File: src/rtl/uram_pkg.sv
// UltraRAM subsystem shared types
`default_nettype none

package uram_pkg;

  localparam int ADDR_W = 10;            // Word address bits
  localparam int DATA_W = 32;            // Same as APB data bus
  localparam int DEPTH  = 1 << ADDR_W;   // 1024 words

  typedef logic [ADDR_W-1:0] ram_addr_t;   // Word address
  typedef logic [DATA_W-1:0] ram_data_t;   // One memory word

  // Byte address with one spare bit, so out-of-range words can be named
  typedef logic [ADDR_W+2:0] apb_addr_t;

  // APB bridge FSM
  typedef enum logic [1:0] {
    IDLE,        // No transfer, or setup phase seen
    ACCESS,      // Access phase, waiting on init or acting
    READ_WAIT    // Port A read in flight
  } bridge_state_e;

  // Clear sequencer FSM
  typedef enum logic {
    CLEARING,    // Zero sweep owns port A
    READY        // Pass-through
  } clear_state_e;

endpackage

`default_nettype wire

File: src/rtl/ram_port_if.sv
// Memory port request and response
`timescale 1ns/100ps
`default_nettype none

interface ram_port_if;
  import uram_pkg::*;

  // Request, one cycle per access
  logic      en;       // Request strobe
  logic      we;       // 1 write, 0 read
  ram_addr_t addr;     // Word address
  ram_data_t wdata;    // Write data

  // Response
  ram_data_t rdata;    // Held until next rvalid
  logic      rvalid;   // One-cycle read tag

  // Side that issues requests
  modport requester (
    output en, we, addr, wdata,
    input  rdata, rvalid
  );

  // Side that serves them
  modport memory (
    input  en, we, addr, wdata,
    output rdata, rvalid
  );

endinterface

`default_nettype wire

File: src/rtl/apb_ram_bridge.sv
// APB slave for memory port A
`timescale 1ns/100ps
`default_nettype none

module apb_ram_bridge (
  input  wire logic                 clk,
  input  wire logic                 rsta,
  input  wire logic                 i_init_done,   // Clear sweep finished

  // APB slave
  input  wire logic                 i_psel,
  input  wire logic                 i_penable,
  input  wire logic                 i_pwrite,
  input  wire uram_pkg::apb_addr_t  i_paddr,       // Byte address
  input  wire uram_pkg::ram_data_t  i_pwdata,
  output uram_pkg::ram_data_t       o_prdata,
  output logic                      o_pready,
  output logic                      o_pslverr,

  // Port A request side
  ram_port_if.requester             o_ram
);
  import uram_pkg::*;

  bridge_state_e     state;
  bridge_state_e     state_nxt;
  logic [ADDR_W:0]   word_idx;      // Word index incl. spare bit
  logic              addr_ok;       // Aligned and below DEPTH
  logic              access;        // Live access cycle after init
  logic              read_done;     // Read tag back from memory

  assign word_idx = i_paddr[ADDR_W+2:2];

  // Decode
  assign addr_ok = (i_paddr[1:0] == 2'b00) && (word_idx < DEPTH);

  // Holds off until the clear sweep is over
  assign access = (state == ACCESS) && i_psel && i_penable && i_init_done;

  assign read_done = (state == READ_WAIT) && o_ram.rvalid;

  // State register
  always_ff @(posedge clk)
  begin
    if (rsta)
      state <= IDLE;
    else
      state <= state_nxt;
  end

  // Next state
  always_comb
  begin
    state_nxt = state;
    case (state)
      IDLE:
      begin
        if (i_psel)                           // Setup phase
          state_nxt = ACCESS;
      end
      ACCESS:
      begin
        if (!i_psel)
          state_nxt = IDLE;                   // Master dropped out
        else if (access)
        begin
          if (addr_ok && !i_pwrite)
            state_nxt = READ_WAIT;            // Wait for the tag
          else
            state_nxt = IDLE;                 // Write or error done now
        end
      end
      READ_WAIT:
      begin
        if (o_ram.rvalid)
          state_nxt = IDLE;
      end
      default:
        state_nxt = IDLE;
    endcase
  end

  // Single port A request per transfer, first access cycle only
  assign o_ram.en    = access && addr_ok;           // Bad address touches nothing
  assign o_ram.we    = i_pwrite;
  assign o_ram.addr  = i_paddr[ADDR_W+1:2];         // Drop byte offset
  assign o_ram.wdata = i_pwdata;

  // Completion
  // Writes and errors finish at once, reads on the returning tag
  assign o_pready  = (access && (i_pwrite || !addr_ok)) || read_done;
  assign o_pslverr = access && !addr_ok;

  // Memory output register holds the word, zero outside read completion
  assign o_prdata = read_done ? o_ram.rdata : '0;

endmodule

`default_nettype wire

File: src/flat_wrapper.sv
// flat-port wrapper written by rule: the top's interface ports become plain ports
module apb_ram_bridge_flat import uram_pkg::*;
  (clk, rsta, i_init_done, i_psel, i_penable, i_pwrite, i_paddr, i_pwdata, o_prdata, o_pready, o_pslverr, o_ram_en, o_ram_we, o_ram_addr, o_ram_wdata, o_ram_rdata, o_ram_rvalid);
  ram_port_if o_ram_i ();
  input  wire logic clk;
  input  wire logic rsta;
  input  wire logic i_init_done;
  input  wire logic i_psel;
  input  wire logic i_penable;
  input  wire logic i_pwrite;
  input  wire uram_pkg::apb_addr_t i_paddr;
  input  wire uram_pkg::ram_data_t i_pwdata;
  output uram_pkg::ram_data_t o_prdata;
  output logic o_pready;
  output logic o_pslverr;
  output wire logic [$bits(o_ram_i.en)-1:0] o_ram_en;
  output wire logic [$bits(o_ram_i.we)-1:0] o_ram_we;
  output wire logic [$bits(o_ram_i.addr)-1:0] o_ram_addr;
  output wire logic [$bits(o_ram_i.wdata)-1:0] o_ram_wdata;
  input wire logic [$bits(o_ram_i.rdata)-1:0] o_ram_rdata;
  input wire logic [$bits(o_ram_i.rvalid)-1:0] o_ram_rvalid;
  assign o_ram_en = o_ram_i.en;
  assign o_ram_we = o_ram_i.we;
  assign o_ram_addr = o_ram_i.addr;
  assign o_ram_wdata = o_ram_i.wdata;
  assign o_ram_i.rdata = o_ram_rdata;
  assign o_ram_i.rvalid = o_ram_rvalid;
  apb_ram_bridge u_core (.clk(clk), .rsta(rsta), .i_init_done(i_init_done), .i_psel(i_psel), .i_penable(i_penable), .i_pwrite(i_pwrite), .i_paddr(i_paddr), .i_pwdata(i_pwdata), .o_prdata(o_prdata), .o_pready(o_pready), .o_pslverr(o_pslverr), .o_ram(o_ram_i));
endmodule
File: config.mk
export PLATFORM = sky130hd
export DESIGN_NAME = apb_ram_bridge_flat
export DESIGN_NICKNAME = d
export VERILOG_FILES = /design/src/rtl/uram_pkg.sv /design/src/rtl/ram_port_if.sv /design/src/rtl/apb_ram_bridge.sv /design/src/flat_wrapper.sv
export SDC_FILE = /design/constraint.sdc
export NUM_CORES = 1
export LEC_CHECK = 0
export BUFFER_PORTS_ARGS = -buffer_cell sky130_fd_sc_hd__buf_4
export CORE_AREA = 2 2 62 64
export DETAILED_ROUTE_END_ITERATION = 8
export DIE_AREA = 0 0 64 66
export GPL_ROUTABILITY_DRIVEN = 0
export PLACE_DENSITY_LB_ADDON = 0.3
export SLEW_MARGIN = 40
export SYNTH_ARGS = -nofsm -noshare
export SYNTH_HDL_FRONTEND = slang
export SYNTH_SLANG_ARGS = --single-unit
File: constraint.sdc
create_clock -name clk -period 1.09 [get_ports clk]
set_input_delay 0.109 -clock clk [delete_from_list [all_inputs] [get_ports clk]]
set_output_delay 0.109 -clock clk [all_outputs]
set_load 0.02 [all_outputs]
Yosys cells after proc, flatten, opt, wreduce, memory -nomap -nowiden
Index checks and enable logic that the tools add are counted.
{"block": "op_classes", "add_sub_neg": 0, "multipliers": 0, "n_div": 0, "n_lt_le_gt_ge": 1, "n_eq_ne": 5, "shifts": 0, "mux": 7, "bitwise": 0, "reduce_logical": 16}
{"op": "$mux W32", "count": 1}
{"op": "$lt A11 B11 Y1 const B", "count": 1}
{"op": "$mux W2", "count": 5}
{"op": "$logic_and A1 B1 Y1", "count": 9}
{"op": "$pmux W2 S3", "count": 1}
{"op": "$logic_not A2 Y1", "count": 2}
{"op": "$ne A2 B2 Y1 const B", "count": 2}
{"op": "$ne A3 B2 Y1 const B", "count": 1}
{"op": "$reduce_and A3 Y1", "count": 1}
{"op": "$eq A2 B1 Y1 const B", "count": 1}
{"op": "$eq A2 B2 Y1 const B", "count": 1}
{"op": "$logic_not A1 Y1", "count": 2}
{"op": "$logic_or A1 B1 Y1", "count": 2}
{"block": "totals", "ff_bits": 2, "latchBits": 0, "mem_bits_rw": 0, "romBits": 0, "input_bits": 84, "out_inout_bits": 78, "wordCells": 30, "n_memories": 0}

Logic depth before layout (Yosys ltp)
{"block": "logic_depth", "depth_word": 7, "ltp_mapped": 3, "depth_no_buf": 3}

Least setup slack after synthesis
Ideal clock, no wire load.
{"block": "synth_path", "kind": "reg2out", "start": "register u_core.state[0]", "end": "output port o_pready", "arrival_time_ps": 1131, "required_ps": 981, "setup_slack_ps": -150, "stages_incl_launch_ff": 4, "path_buffers": 0, "cell_sequence": "dfxtp_1 -> nand2_1 -> or3_1 -> o21bai_1"}
{"block": "synth_between", "elab_chain_cells": 6, "elab_cells_between_ends": 8, "classes_between": "eq/ne (2); reduce/logical (6)"}
{"element": "start, declared", "line": "apb_ram_bridge.sv:25", "rtl": "bridge_state_e state;"}
{"element": "start signal, assigned", "line": "apb_ram_bridge.sv:48", "rtl": "state <= state_nxt;"}
{"element": "$eq A2 B1 Y1", "line": "apb_ram_bridge.sv:38", "rtl": "assign access = (state == ACCESS) && i_psel && i_penable && i_init_done;"}
{"element": "$logic_and A1 B1 Y1 (3 in a row)", "line": "apb_ram_bridge.sv:38"}
{"element": "$logic_and A1 B1 Y1", "line": "apb_ram_bridge.sv:91", "rtl": "assign o_pready = (access && (i_pwrite || !addr_ok)) || read_done;"}
{"element": "$logic_or A1 B1 Y1 (*)", "line": "apb_ram_bridge.sv:91"}
{"element": "end, declared", "line": "flat_wrapper.sv:14", "rtl": "output logic o_pready;"}
Every way passes the cells marked *; elsewhere a longest branch is shown, timed or not.

Final worst setup path
{"block": "layout_path", "start": "register u_core.state[0]", "end": "output port o_prdata[19]"}
{"block": "layout_between", "elab_chain_cells": 3}
{"element": "$eq A2 B2 Y1", "line": "apb_ram_bridge.sv:40", "rtl": "assign read_done = (state == READ_WAIT) && o_ram.rvalid;"}
{"element": "$logic_and A1 B1 Y1", "line": "apb_ram_bridge.sv:40"}
{"element": "$mux W32", "line": "apb_ram_bridge.sv:95", "rtl": "assign o_prdata = read_done ? o_ram.rdata : '0;"}
{"element": "end, declared", "line": "flat_wrapper.sv:13", "rtl": "output uram_pkg::ram_data_t o_prdata;"}
Every way passes these cells.

==> impl_results.md <==
* Setup Skew at 0.00337 ns
* Routed Antenna Nets at 0
* Ports at 162
* Synth warn at 0
* Hold WC Path Type: in2reg
* First-pass GRT wire length at 3680 um
* Final WL at approximately 2500 um
* Worst-path cell chain: and3b_2 -> buf_12 -> and2_2 -> buf_6
* CTS tree: done
* Leakage Power at between 0.6 and 0.7 nW
* Clock sink total at 2
* WP data required at between 0.9 and 1 ns
* Cell area after layout at 1260 sq um
* Top cells by count, synth: buf_4, and2_1, nand2_1
* Maximum vdd drop at 0.000600 V
* Vias in the first global route at about 760
* Regs by FF count: u_core.state (2)
* Synth top area cells: buf_4, and2_1, dfxtp_1, a2111oi_2, nand2_1
* Row count at 22
* Max reg flops at 2
* Root buf cell: clkbuf_4
* Maximum capacitance violations at 0
* Die X-Extent at 64 um
* Fraction of layout instances using a drive strength above 1 at between 80 and 90%
* Clk slew on worst S/H paths at about 0.030 ns
* Synth-to-Final Area Change at 82.8%
* Largest net degree at the start of global routing at 33
* H-tree depth at 1
* CP max FO at 32
* Largest register by flop count: u_core.state
* Fillers at 369
* Mapped Avg Cell Area at 7.06 sq um
* CTS buffer count at 3
* Critical path data arrival time at 1.29 ns
* Clock buffer depth at 2
* Worst skew pair latency at 0.23 ns
* Drt wl/cell at 13.6 um
* Hold Fails Final Rpt at 0
* Post-synth EDFFs at 0
* # diodes at 0
* Unrepaired setup endpoints after global routing: yes
* Port Buffers at 77
* GRT overflow at 0
* Total power at 0.403 mW
* Most common cell in the netlist: buf_4
* Top FF cell, synth: dfxtp_1
* DP Wirelength at around 2000 um
* Slew HR at around three quarters
* Die Ht at ~66 um
* Final setup violation count at 36
* Synth Instances at 98
* Drt first pass iters at 3
* Slew @ Worst Pin at 0.388 ns
* Status: finished, violations left
* Post-Syn Area at 692 sq um
* Failing checks: negative setup slack
* Fraction of registers with async set or reset after synthesis at 0%
* Initial core utilization at 19.5%
* Placed inst area at 1090 sq um
* Final min period at 1.39 ns
* Tcrit/Tclk final at 128%
* Type of element launching the critical path: register
* DRC errors left at 0
* Slew Limit Fails at 0
* Iteration-0 DRC count of the detailed router at 7
* Leading area contributor after synthesis: buf_4
* CP Capture Type: output port
* Placeable core region at ~3600 sq um
* Max incr delay on CP at 0.33 ns
* Setup CP Type: reg2out
* Critical-path top delay cell: dfxtp_2
* Nets@finish at 222
* Count of cell types in the netlist at 16
* Die area at 4220 sq um
* PnR worst setup slack at -0.305 ns
* DR vias at ~740
* Share of the synthesized area in the top cell type at 46.7%
* Sequential element share of the synthesized area at around 5.8%
* Peak Freq at 717 MHz
* All-layer global routing usage at 11.1%
* Via/cell ratio at around 4
* Power per cell area at around 320 nW/um^2
* Syn Nets at about 180
* Initial antenna violation count at 0
* Synth Register Bits at 2
layout make-up:
cell class | instances | area, sq um | share of cell area, %
clock buffer | 3 | 22.5 | 1.78
multi-input combinational | 50 | 392 | 31.0
sequential | 2 | 42.5 | 3.36
tap | 48 | 60.1 | 4.75
timing repair buffer | 81 | 748 | 59.1
per-layer routing:
layer | up-vias | track usage [%] | wire (um)
met4 | 0 | 6.52 | 101
met2 | 78 | 19.5 | 1250
met3 | 16 | 7.16 | 486
met5 | - | 0 | 0
li1 | 339 | - | -
met1 | 306 | 9.28 | 663
final timing paths:
path                                      from                            to  slack, ns  cells after the start
setup reg to reg  u_core.state[0]$_SDFFE_PP0P_  u_core.state[1]$_SDFFE_PP0P_      -0.07                      3
hold reg to reg   u_core.state[1]$_SDFFE_PP0P_  u_core.state[1]$_SDFFE_PP0P_       0.51                      2
setup / recovery  u_core.state[0]$_SDFFE_PP0P_                  o_prdata[19]      -0.30                      4
hold / removal                            rsta  u_core.state[1]$_SDFFE_PP0P_       0.06                      2
placed cells by master (no fill, tap or decap):
master,Yosys,final
a2111oi_2,1,1
a31oi_1,1,1
and2_1,32,3
and2_2,0,28
and2_4,0,1
and3b_2,0,1
and4b_1,1,1
buf_12,0,1
buf_4,43,46
buf_6,0,34
clkbuf_4,0,3
dfxtp_2,0,2
nand2_1,4,4
nor2_1,3,2
nor2_4,0,1
nor2b_2,0,1
nor3_1,2,2
nor4_4,0,1
o21bai_4,0,1
or3_4,0,1
or3b_1,1,1
stage by stage:
step                      worst slack [ns]  util [%]  setup TNS [ns]  hold WS [ns]  instances
after CTS                           -0.314      35.6          -10.65        0.0534        184
after floorplan                    -0.0494         -          -0.135         0.189         98
after detailed placement            -0.252      30.8           -4.69         0.218        181
after global placement              -0.200      30.8           -3.87         0.218        181
after global routing                -0.357      35.6          -12.09        0.0553        184
final                               -0.305      35.6          -10.19        0.0554        184
cells by family after synthesis:
| family | share of synthesized area [%] |
|---|---|
| DFF | 5.79 |
| buffers and inverters | 48.3 |
| and+or+nand+nor | 41.8 |
| AOI/OAI and AO/OA | 4.16 |
critical path: cells and delay by family, from the launching register on:
| kind | cells | cell delay [ns] |
|---|---|---|
| buf+inv | 2 | 0.29 |
| simple gates | 2 | 0.43 |
| flops | 1 | 0.33 |
report_power, final:
part	internal [mW]	switching [mW]	leakage, nW
registers	0.0765	0.00196	0.0172
logic	0.113	0.0458	0.606
clock network	0.121	0.0443	0.0138
what timing repair did:
action / 4_1_cts / 5_1_grt
setup endpoints to repair: 36 / 36
resized for setup: 40 / 0
hold buffers: 0 / 0
buffers inserted: 0 / 0
pin swaps: 2 / 0
No activity file was read; power rests on OpenSTA's default activity.
