**config.mk**
```make
export PLATFORM = sky130hd
export DESIGN_NAME = uram_clear_flat
export DESIGN_NICKNAME = d
export VERILOG_FILES = /design/src/rtl/uram_pkg.sv /design/src/rtl/ram_port_if.sv /design/src/rtl/uram_clear.sv /design/src/flat_wrapper.sv
export SDC_FILE = /design/constraint.sdc
export NUM_CORES = 1
export LEC_CHECK = 0
export CAP_MARGIN = 20
export CORE_AREA = 2 2 61 63
export CTS_CLUSTER_DIAMETER = 100
export DETAILED_ROUTE_END_ITERATION = 10
export DIE_AREA = 0 0 63 65
export DONT_BUFFER_PORTS = 1
export PLACE_DENSITY = 0.54
export SYNTH_ARGS = -nofsm -noshare
export SYNTH_HDL_FRONTEND = slang
export SYNTH_SLANG_ARGS = --single-unit
```
**constraint.sdc**
```tcl
create_clock -name clk -period 1.43 [get_ports clk]
set_clock_uncertainty 0.1 [all_clocks]
set_input_delay 0 -clock clk [delete_from_list [all_inputs] [get_ports clk]]
set_output_delay 0 -clock clk [all_outputs]
set_load 0.1 [all_outputs]
```
**src/rtl/uram_pkg.sv**
```systemverilog
// UltraRAM subsystem shared types
`default_nettype none

package uram_pkg;

  localparam int ADDR_W = 10;            // Word address bits
  localparam int DATA_W = 32;            // Same as APB data bus
  localparam int DEPTH  = 1 << ADDR_W;   // 1024 words

  typedef logic [ADDR_W-1:0] ram_addr_t;   // Word address
  typedef logic [DATA_W-1:0] ram_data_t;   // One memory word

  // Byte address with one spare bit, so out-of-range words can be named
  typedef logic [ADDR_W+2:0] apb_addr_t;

  // APB bridge FSM
  typedef enum logic [1:0] {
    IDLE,        // No transfer, or setup phase seen
    ACCESS,      // Access phase, waiting on init or acting
    READ_WAIT    // Port A read in flight
  } bridge_state_e;

  // Clear sequencer FSM
  typedef enum logic {
    CLEARING,    // Zero sweep owns port A
    READY        // Pass-through
  } clear_state_e;

endpackage

`default_nettype wire

```
**src/rtl/ram_port_if.sv**
```systemverilog
// Memory port request and response
`timescale 1ns/100ps
`default_nettype none

interface ram_port_if;
  import uram_pkg::*;

  // Request, one cycle per access
  logic      en;       // Request strobe
  logic      we;       // 1 write, 0 read
  ram_addr_t addr;     // Word address
  ram_data_t wdata;    // Write data

  // Response
  ram_data_t rdata;    // Held until next rvalid
  logic      rvalid;   // One-cycle read tag

  // Side that issues requests
  modport requester (
    output en, we, addr, wdata,
    input  rdata, rvalid
  );

  // Side that serves them
  modport memory (
    input  en, we, addr, wdata,
    output rdata, rvalid
  );

endinterface

`default_nettype wire

```
**src/rtl/uram_clear.sv**
```systemverilog
// Post-reset memory clear sequencer
`timescale 1ns/100ps
`default_nettype none

module uram_clear (
  input  wire logic      clk,
  input  wire logic      rsta,
  ram_port_if.memory     i_req,        // From the bridge
  ram_port_if.requester  o_mem,        // To memory port A
  output logic           o_init_done
);
  import uram_pkg::*;

  clear_state_e  state;
  ram_addr_t     sweep_addr;           // Word being zeroed

  // Sweep from word 0 up, one word per cycle
  always_ff @(posedge clk)
  begin
    if (rsta)
    begin
      state       <= CLEARING;
      sweep_addr  <= '0;
      o_init_done <= 1'b0;
    end
    else
    begin
      o_init_done <= (state == READY);             // One cycle behind the FSM
      if (state == CLEARING)
      begin
        sweep_addr <= sweep_addr + 1'b1;
        if (sweep_addr == ram_addr_t'(DEPTH - 1))  // Last word written
          state <= READY;
      end
    end
  end

  // Port A mux
  always_comb
  begin
    if (state == CLEARING)
    begin
      o_mem.en    = 1'b1;
      o_mem.we    = 1'b1;
      o_mem.addr  = sweep_addr;
      o_mem.wdata = '0;
    end
    else
    begin
      o_mem.en    = i_req.en;          // Straight through
      o_mem.we    = i_req.we;
      o_mem.addr  = i_req.addr;
      o_mem.wdata = i_req.wdata;
    end
  end

  // Response path is never muxed
  assign i_req.rdata  = o_mem.rdata;
  assign i_req.rvalid = o_mem.rvalid;  // Sweep writes make no tag

endmodule

`default_nettype wire

```
**src/flat_wrapper.sv**
```systemverilog
// flat-port wrapper written by rule: the top's interface ports become plain ports
module uram_clear_flat import uram_pkg::*;
  (clk, rsta, o_init_done, i_req_en, i_req_we, i_req_addr, i_req_wdata, i_req_rdata, i_req_rvalid, o_mem_en, o_mem_we, o_mem_addr, o_mem_wdata, o_mem_rdata, o_mem_rvalid);
  ram_port_if i_req_i ();
  ram_port_if o_mem_i ();
  input  wire logic clk;
  input  wire logic rsta;
  output logic o_init_done;
  input wire logic [$bits(i_req_i.en)-1:0] i_req_en;
  input wire logic [$bits(i_req_i.we)-1:0] i_req_we;
  input wire logic [$bits(i_req_i.addr)-1:0] i_req_addr;
  input wire logic [$bits(i_req_i.wdata)-1:0] i_req_wdata;
  output wire logic [$bits(i_req_i.rdata)-1:0] i_req_rdata;
  output wire logic [$bits(i_req_i.rvalid)-1:0] i_req_rvalid;
  output wire logic [$bits(o_mem_i.en)-1:0] o_mem_en;
  output wire logic [$bits(o_mem_i.we)-1:0] o_mem_we;
  output wire logic [$bits(o_mem_i.addr)-1:0] o_mem_addr;
  output wire logic [$bits(o_mem_i.wdata)-1:0] o_mem_wdata;
  input wire logic [$bits(o_mem_i.rdata)-1:0] o_mem_rdata;
  input wire logic [$bits(o_mem_i.rvalid)-1:0] o_mem_rvalid;
  assign i_req_i.en = i_req_en;
  assign i_req_i.we = i_req_we;
  assign i_req_i.addr = i_req_addr;
  assign i_req_i.wdata = i_req_wdata;
  assign i_req_rdata = i_req_i.rdata;
  assign i_req_rvalid = i_req_i.rvalid;
  assign o_mem_en = o_mem_i.en;
  assign o_mem_we = o_mem_i.we;
  assign o_mem_addr = o_mem_i.addr;
  assign o_mem_wdata = o_mem_i.wdata;
  assign o_mem_i.rdata = o_mem_rdata;
  assign o_mem_i.rvalid = o_mem_rvalid;
  uram_clear u_core (.clk(clk), .rsta(rsta), .i_req(i_req_i), .o_mem(o_mem_i), .o_init_done(o_init_done));
endmodule
```
**Word-level counts from Yosys, hierarchy flattened**

Cells that the tools add are included.
W data, S select, Z words.

- Add/sub/neg operators: 1
- Eq/ne operators: 1
- Muxes and demuxes: 6

Operators by type and width:

| operator | count |
|---|---|
| $mux W32 | 1 |
| $add A10 B1 Y10 const B | 1 |
| $eq A10 B10 Y1 const B | 1 |
| $mux W10 | 1 |
| $mux W1 | 4 |

- Flip-flop bits (word level): 12
- Input bits: 79
- Output and inout bits: 78
- Word-level logic and storage cells: 11

**Depth between registers and ports, before layout**

Gate-level depths: netlist (run 1).

- Depth in word-level cells: 3
- Depth in mapped cells: 4
- Mapped depth without buffers: 4

**Worst setup path after synthesis (run 1)**

No wires, ideal clock.

- Path kind: register to output
- Start point: reg u_core.state
- End point: out o_mem_addr[7]
- Data arrival time: 2,681 ps
- Data required time: 1,330 ps
- Path slack: -1,351 ps
- Cell stages (with the launch flop): 3
- Path buffers: 1
- Path through: dfxtp_1 > clkbuf_1 > o21ai_0

- Word-level cells in the longest chain between the ends: 1

Ends and longest elaborated chain:

| element | RTL line | source |
|---|---|---|
| start: declaration | uram_clear.sv:14 | `clear_state_e state;` |
| start signal: assignment | uram_clear.sv:22 | `state <= CLEARING;` |
| start signal: assignment | uram_clear.sv:33 | `state <= READY;` |
| $mux W10 | uram_clear.sv:41 | `if (state == CLEARING)` |
| end: declaration | flat_wrapper.sv:17 | `output wire logic [$bits(o_mem_i.addr)-1:0] o_mem_addr;` |

Every way passes these cells.

**Final worst setup path (run 1)**

- Start point: reg u_core.state
- End point: out o_mem_addr[4]

Same word-level chain as after synthesis.

==> impl_metrics.env, run 1 <==
export IMPL_met1_length_um=1630
export IMPL_setup_ws_ps=-5.28
export IMPL_ctsRootBufferMaster="clkbuf_4"
export IMPL_worstPathCellList="buf_6 > mux2_2 > buf_12"
export IMPL_cp_start_kind="register"
export IMPL_powerDensity_nw_per_um2=488
export IMPL_syn_inst=137
export IMPL_hold_depth=3
export IMPL_synth_area_per_cell_um2=8.07
export IMPL_fin_nets=284
export IMPL_nFillCells=223
export IMPL_cp_arrival_ps=1340
export IMPL_cts_tree="done"
export IMPL_reg2reg_slack_ps=0
export IMPL_port_buffers=0
export IMPL_clockBufferDepth=2
export IMPL_synth_compound_area_share=0.0566
export IMPL_wl_met2_um=2670
export IMPL_post_route_drc_count=0
export IMPL_wl_met3_um=436
export IMPL_drt_pass1_iterations=4
export IMPL_status="finished, violations left"
export IMPL_core_um2=3500
export IMPL_crit_type="reg -> out"
export IMPL_grt_pass1_wl_um=6630
export IMPL_ys_ff_latch=12
export IMPL_synth_fa_ha_area_frac=0.0113
export IMPL_track_usage=0.207
export IMPL_top_layer_used="met4"
export IMPL_synth_top_family_by_area="simple AND/OR/NAND/NOR gates"
export IMPL_hold_class="in -> out"
export IMPL_clkLatencyLatePin_ps=270
export IMPL_whs_ps=187
export IMPL_gp_congestion=0.784
export IMPL_clock_sinks=12
export IMPL_rows=22
export IMPL_yosys_area_share_simple=0.331
export IMPL_hold_end="o_mem_addr[7]"
export IMPL_timing_final_crit_period_ps=1440
export IMPL_grt_max_degree=14
export IMPL_failed_checks="setup timing"
export IMPL_mappedNetlistArea_um2=1110
export IMPL_diodes=0
export IMPL_synth_area_mux_share=0.101
export IMPL_synth_edff_count=0
export IMPL_max_stage_delay_ps=410
export IMPL_crit_required_ps=1330
export IMPL_cp_slowest_cell="dfxtp_4"
export IMPL_synth_seq_area_share=0.217
export IMPL_setup_viol=2
export IMPL_worst_r2r_path_depth=3
export IMPL_tns_ps=-5.57
export IMPL_synth_warnings=0
export IMPL_first_global_vias=1169
export IMPL_design_die_area_um2=4100
export IMPL_dp_slack_ps=-16.3
export IMPL_max_freq_ghz=0.697
export IMPL_final_util=0.715
export IMPL_drive_gt1_frac=0.621
export IMPL_synth_top_flop_cell="dfxtp_1"
export IMPL_path_clk_slew_ps=80
export IMPL_antenna_found_initial=0
export IMPL_fin_area_um2=2500
export IMPL_initial_utilization=0.316
export IMPL_synth_xor_area_frac=0.0317
export IMPL_avgRoutedWirePerCell_um=19.3
export IMPL_viasPerCell=4.83
export IMPL_dieHeight_um=65
export IMPL_tightest_slew_ps=1020
export IMPL_routed_wl_um=4840
export IMPL_die_x_um=63
export IMPL_syn_nets=217
export IMPL_crit_fanout=6
export IMPL_synthArstFlopShare=0
export IMPL_io_pins=157
export IMPL_dr_total_vias=1212
export IMPL_slew_violations=0
export IMPL_ant_nets=0
export IMPL_cp_end_kind="output port"
export IMPL_r2r_start="u_core.sweep_addr[3]$_SDFFE_PP0N_"
export IMPL_cellLeakagePower_nw=1.05
export IMPL_placed_area_um2=1910
export IMPL_path_buf_inv=2
export IMPL_rsz0062_at_grt="true"
export IMPL_peakVddDrop_mv=0.264
export IMPL_critPathTopFamily="flip-flops"
export IMPL_hold_viol_final=0
export IMPL_drv_cap=0
export IMPL_min_delay_start="i_req_addr[7]"
export IMPL_relSlewSlack=0.320
export IMPL_numCtsBuffers=3
export IMPL_overflow=0
export IMPL_area_growth_pct=126
export IMPL_synth_cell_types=27
export IMPL_drtIter0Drc=35
export IMPL_r2r_end="u_core.sweep_addr[8]$_SDFFE_PP0N_"
export IMPL_fin_crit_sh=1.00
export IMPL_cts_max_level=1
export IMPL_dp_hpwl_um=2830
==> worst min-delay path: cells and delay by family <==
family,cells,cell delay [ps]
buffers and inverters,1,160
AO/OA/AOI/OAI,1,60
AND/OR/NAND/NOR,1,70
==> sequential cells by signal, indices dropped and copies added, names as in the netlist <==
signal,cells
u_core.o_init_done,1
u_core.state,1
u_core.sweep_addr,10
==> cells by family (layout without fill, tap and decap cells) <==
group / count (synthesis) / count (layout)
and+or+nand+nor: 58 / 58
buffers and inverters: 41 / 107
DFF: 12 / 12
AOI/OAI and AO/OA: 11 / 11
muxes: 10 / 10
xor gates and xnor gates: 4 / 4
adders and majority gates: 1 / 1
==> how the worst max path moves through the flow <==
stage                                 startpoint                                 to  slack (ps)  cells after the start
2_1_floorplan            u_core.state$_SDFF_PP0_                    o_mem_wdata[18]        -160                      3
5_1_grt        u_core.sweep_addr[0]$_SDFFE_PP0N_  u_core.sweep_addr[6]$_SDFFE_PP0N_         -40                      5
4_1_cts                  u_core.state$_SDFF_PP0_                      o_mem_addr[2]          -7                      3
3_5_place_dp   u_core.sweep_addr[2]$_SDFFE_PP0N_  u_core.sweep_addr[9]$_SDFFE_PP0N_         -20                      3
6_report                 u_core.state$_SDFF_PP0_                      o_mem_addr[4]          -5                      3
3_3_place_gp   u_core.sweep_addr[0]$_SDFFE_PP0N_  u_core.sweep_addr[8]$_SDFFE_PP0N_          60                      4
==> cell type report <==
class	count	area [um2]	share of cell area
clock buffer	4	36.3	0.0145
inverter	2	7.51	0.00300
multi-input combinational	84	717	0.287
sequential	12	253	0.101
tap	48	60.1	0.0240
timing repair buffer	101	1430	0.570
==> layout by cell type, fill, tap and decap left out, types with 3 or more instances in the layout <==
| master | instances |
|---|---|
| buf_12 | 43 |
| dlygate4sd3_1 | 34 |
| buf_4 | 19 |
| and2_4 | 17 |
| and2_2 | 15 |
| dfxtp_1 | 8 |
| mux2_4 | 7 |
| nor2_1 | 7 |
| nand2b_1 | 3 |
| xor2_1 | 3 |
| nand2_1 | 3 |
| a21oi_1 | 3 |
| clkbuf_4 | 3 |
| buf_6 | 3 |
| dfxtp_4 | 3 |
==> where the power goes <==
group	internal [mW]	total [mW]	switching, mW
Clock	0.154	0.272	0.117
Combinational	0.126	0.594	0.468
Sequential	0.340	0.353	0.0130
Total	0.621	1.22	0.598
==> per-stage QoR <==
| step | instances | total power, mW |
|---|---|---|
| 2_1_floorplan | 137 | 0.879 |
| 3_3_place_gp | 203 | 0.495 |
| 3_5_place_dp | 203 | 0.499 |
| 4_1_cts | 248 | 1.21 |
| 5_1_grt | 251 | 1.25 |
| 6_report | 251 | 1.22 |
==> synth_stat cells, types with 2 or more instances <==
cell | number | area, um2
a21oi_1 | 5 | 25.0
o21ai_0 | 3 | 15.0
or4_1 | 2 | 15.0
nand2_1 | 4 | 15.0
xor2_1 | 3 | 26.3
buf_4 | 33 | 248
nor2_1 | 7 | 26.3
mux2_2 | 9 | 101
or3_2 | 2 | 15.0
inv_1 | 2 | 7.51
clkbuf_1 | 6 | 22.5
o31ai_1 | 2 | 15.0
and2_1 | 32 | 200
nand2b_1 | 3 | 18.8
dfxtp_1 | 12 | 240
==> per-layer routing <==
layer	global-route usage	up-vias
met1	0.211	573
met4	0.0389	0
met5	0	-
li1	-	548
met2	0.406	83
met3	0.0729	8
==> timing repair <==
action,CTS,global route
endpoints found under the hold margin,45,0
setup buffers,6,2
endpoints found under the setup margin,32,33
hold buffers,34,0
cloned,1,1
gates resized for setup,15,18
pin swaps,3,4
No activity file was read; power rests on OpenSTA's default activity.
==> inputs of run 2 (changes only) <==
CELL_PAD_IN_SITES_DETAIL_PLACEMENT = 0   (was default)
CELL_PAD_IN_SITES_GLOBAL_PLACEMENT = 1   (was default)
PLACE_DENSITY = 0.78   (was 0.54)
==> run 2 against run 1 <==
  * The run still ends with setup timing left
  * First-iteration DRC count decreased by 31%
  * Core utilization increased by 1.6 points
  * Flip-flop and latch count unchanged
  * Routed wire length down 6.3%
  * Die area did not move
==> impl_metrics.env, run 2 (synthesis results as in run 1) <==
export IMPL_cellLeakagePower_nw=1.07
export IMPL_overflow=0
export IMPL_routed_wl_um=4530
export IMPL_antenna_found_initial=0
export IMPL_cp_end_kind="output port"
export IMPL_max_freq_ghz=0.687
export IMPL_switching_share=0.484
export IMPL_fin_cells=248
export IMPL_crit_type="reg -> out"
export IMPL_area_growth_pct=131
export IMPL_post_route_drc_count=0
export IMPL_rows=22
export IMPL_initial_utilization=0.316
export IMPL_clkLatencyLatePin_ps=270
export IMPL_power_mw=1.20
export IMPL_clockPowerShare=0.216
export IMPL_powerDensity_nw_per_um2=471
export IMPL_nFillCells=203
export IMPL_gp_congestion=0.787
export IMPL_p_int_mw=0.621
export IMPL_worst_r2r_path_depth=4
export IMPL_viasPerCell=4.74
export IMPL_layout_commonest_cell="buf_12"
export IMPL_setup_viol=10
export IMPL_setup_ws_ps=-25.8
export IMPL_worstPathCellList="buf_12 > mux2_4 > buf_12"
export IMPL_r2r_start="u_core.state$_SDFF_PP0_"
export IMPL_max_stage_delay_ps=450
export IMPL_seq_area_um2=254
export IMPL_crit_required_ps=1330
export IMPL_failed_checks="setup timing"
export IMPL_cp_arrival_ps=1360
export IMPL_crit_fanout=8
export IMPL_final_util=0.731
export IMPL_io_pins=157
export IMPL_drv_cap=0
export IMPL_cp_start_kind="register"
export IMPL_cts_tree="done"
export IMPL_path_clk_slew_ps=70
export IMPL_dieHeight_um=65
export IMPL_fin_crit_sh=1.02
export IMPL_design_die_area_um2=4100
export IMPL_reg2reg_slack_ps=20
export IMPL_power_switching_mw=0.583
export IMPL_cts_max_level=1
export IMPL_grt_pass1_wl_um=6330
export IMPL_dp_slack_ps=-26.6
export IMPL_ctsRootBufferMaster="clkbuf_4"
export IMPL_drive_gt1_frac=0.605
export IMPL_hold_viol_final=0
export IMPL_tns_ps=-158
export IMPL_fin_nets=281
export IMPL_largest_register="u_core.sweep_addr"
export IMPL_clockBufferDepth=2
export IMPL_status="finished, violations left"
export IMPL_timing_final_crit_period_ps=1460
export IMPL_crit_path_frequent_cell="buf_12"
export IMPL_min_delay_start="i_req_addr[7]"
export IMPL_core_um2=3500
export IMPL_cp_slowest_cell="dfxtp_4"
export IMPL_track_usage=0.201
export IMPL_largestRegisters="u_core.sweep_addr x10, u_core.o_init_done x1, u_core.state x1"
export IMPL_hold_end="o_mem_addr[7]"
export IMPL_multi_input_comb_area_um2=732
export IMPL_relSlewSlack=0.331
export IMPL_drtIter0Drc=24
export IMPL_hold_depth=3
export IMPL_dr_total_vias=1175
export IMPL_ant_nets=0
export IMPL_peakVddDrop_mv=0.346
export IMPL_port_buffers=0
export IMPL_dp_hpwl_um=2720
export IMPL_largest_reg_flops=10
export IMPL_tightest_slew_ps=1000
export IMPL_grt_max_degree=15
export IMPL_clock_sinks=12
export IMPL_slew_violations=0
export IMPL_drt_pass1_iterations=4
export IMPL_numCtsBuffers=3
export IMPL_die_x_um=63
export IMPL_combPwrFrac=0.490
export IMPL_hold_class="in -> out"
export IMPL_diodes=0
export IMPL_first_global_vias=1183
export IMPL_avgRoutedWirePerCell_um=18.3
export IMPL_r2r_end="u_core.sweep_addr[6]$_SDFFE_PP0N_"
export IMPL_rsz0062_at_grt="true"
export IMPL_pwr_share_seq=0.293
export IMPL_dp_cells=199
export IMPL_final_cell_mix="buf_12 (44), dlygate4sd3_1 (35), and2_4 (22)"
-- run 2: cell count changes in the layout (fill, tap and decap cells not counted), moves of 2 or more --
cell    previous run  this run
buf_4             19        11
buf_16             0         2
mux2_4             7         9
and2_2            15        10
and2_4            17        22
mux2_2             2         0
-- run 2: timing repair --
item	4_1_cts	5_1_grt
setup endpoints to repair	43	49
hold buffers	34	1
gates resized for setup	16	31
hold endpoints to repair	45	12
setup buffers	2	5
pin swaps	1	7
cloned	3	0
-- run 2: power groups by stage --
stage	clock network, mW	logic (mW)	registers (mW)
5_1_grt	0.291	0.600	0.354
3_5_place_dp	0	0.130	0.363
3_3_place_gp	0	0.125	0.360
2_1_floorplan	0	0.518	0.361
6_report	0.260	0.590	0.353
4_1_cts	0.268	0.572	0.353
-- run 2: worst max-delay path: cells and delay by family (launching register included) --
kind | cells | cell delay, ps
flops | 1 | 450
buf+inv | 2 | 320
mux | 1 | 310
-- run 2: layer usage --
layer  part of all wire  wire [um]  global-route usage
met5                  0          0                   0
met4             0.0051         23              0.0389
met3              0.074        337              0.0573
met2               0.58       2640               0.402
met1               0.34       1530               0.205
-- run 2: worst max path at each step --
stage	cells after the start	slack [ps]	end	start
final	3	-30	o_mem_addr[6]	u_core.state$_SDFF_PP0_
after global routing	4	-70	u_core.sweep_addr[6]$_SDFFE_PP0N_	u_core.state$_SDFF_PP0_
after CTS	4	-40	u_core.sweep_addr[6]$_SDFFE_PP0N_	u_core.state$_SDFF_PP0_
after detailed placement	4	-30	u_core.sweep_addr[8]$_SDFFE_PP0N_	u_core.sweep_addr[1]$_SDFFE_PP0N_
after global placement	4	40	u_core.sweep_addr[8]$_SDFFE_PP0N_	u_core.sweep_addr[1]$_SDFFE_PP0N_
after floorplan	3	-160	o_mem_wdata[18]	u_core.state$_SDFF_PP0_
-- run 2: metrics by stage --
step,cell area (um2),hold WS [ps]
6_report,2550,169
5_1_grt,2550,178
4_1_cts,2430,-317
3_5_place_dp,1880,-99.3
3_3_place_gp,1880,-99.3
2_1_floorplan,1170,-30.9
-- run 2: final cells by class --
cell class | instances | share of cell area
inverter | 2 | 0.00294
timing repair buffer | 98 | 0.573
multi-input combinational | 84 | 0.286
clock buffer | 4 | 0.0142
tap | 48 | 0.0235
sequential | 12 | 0.0994
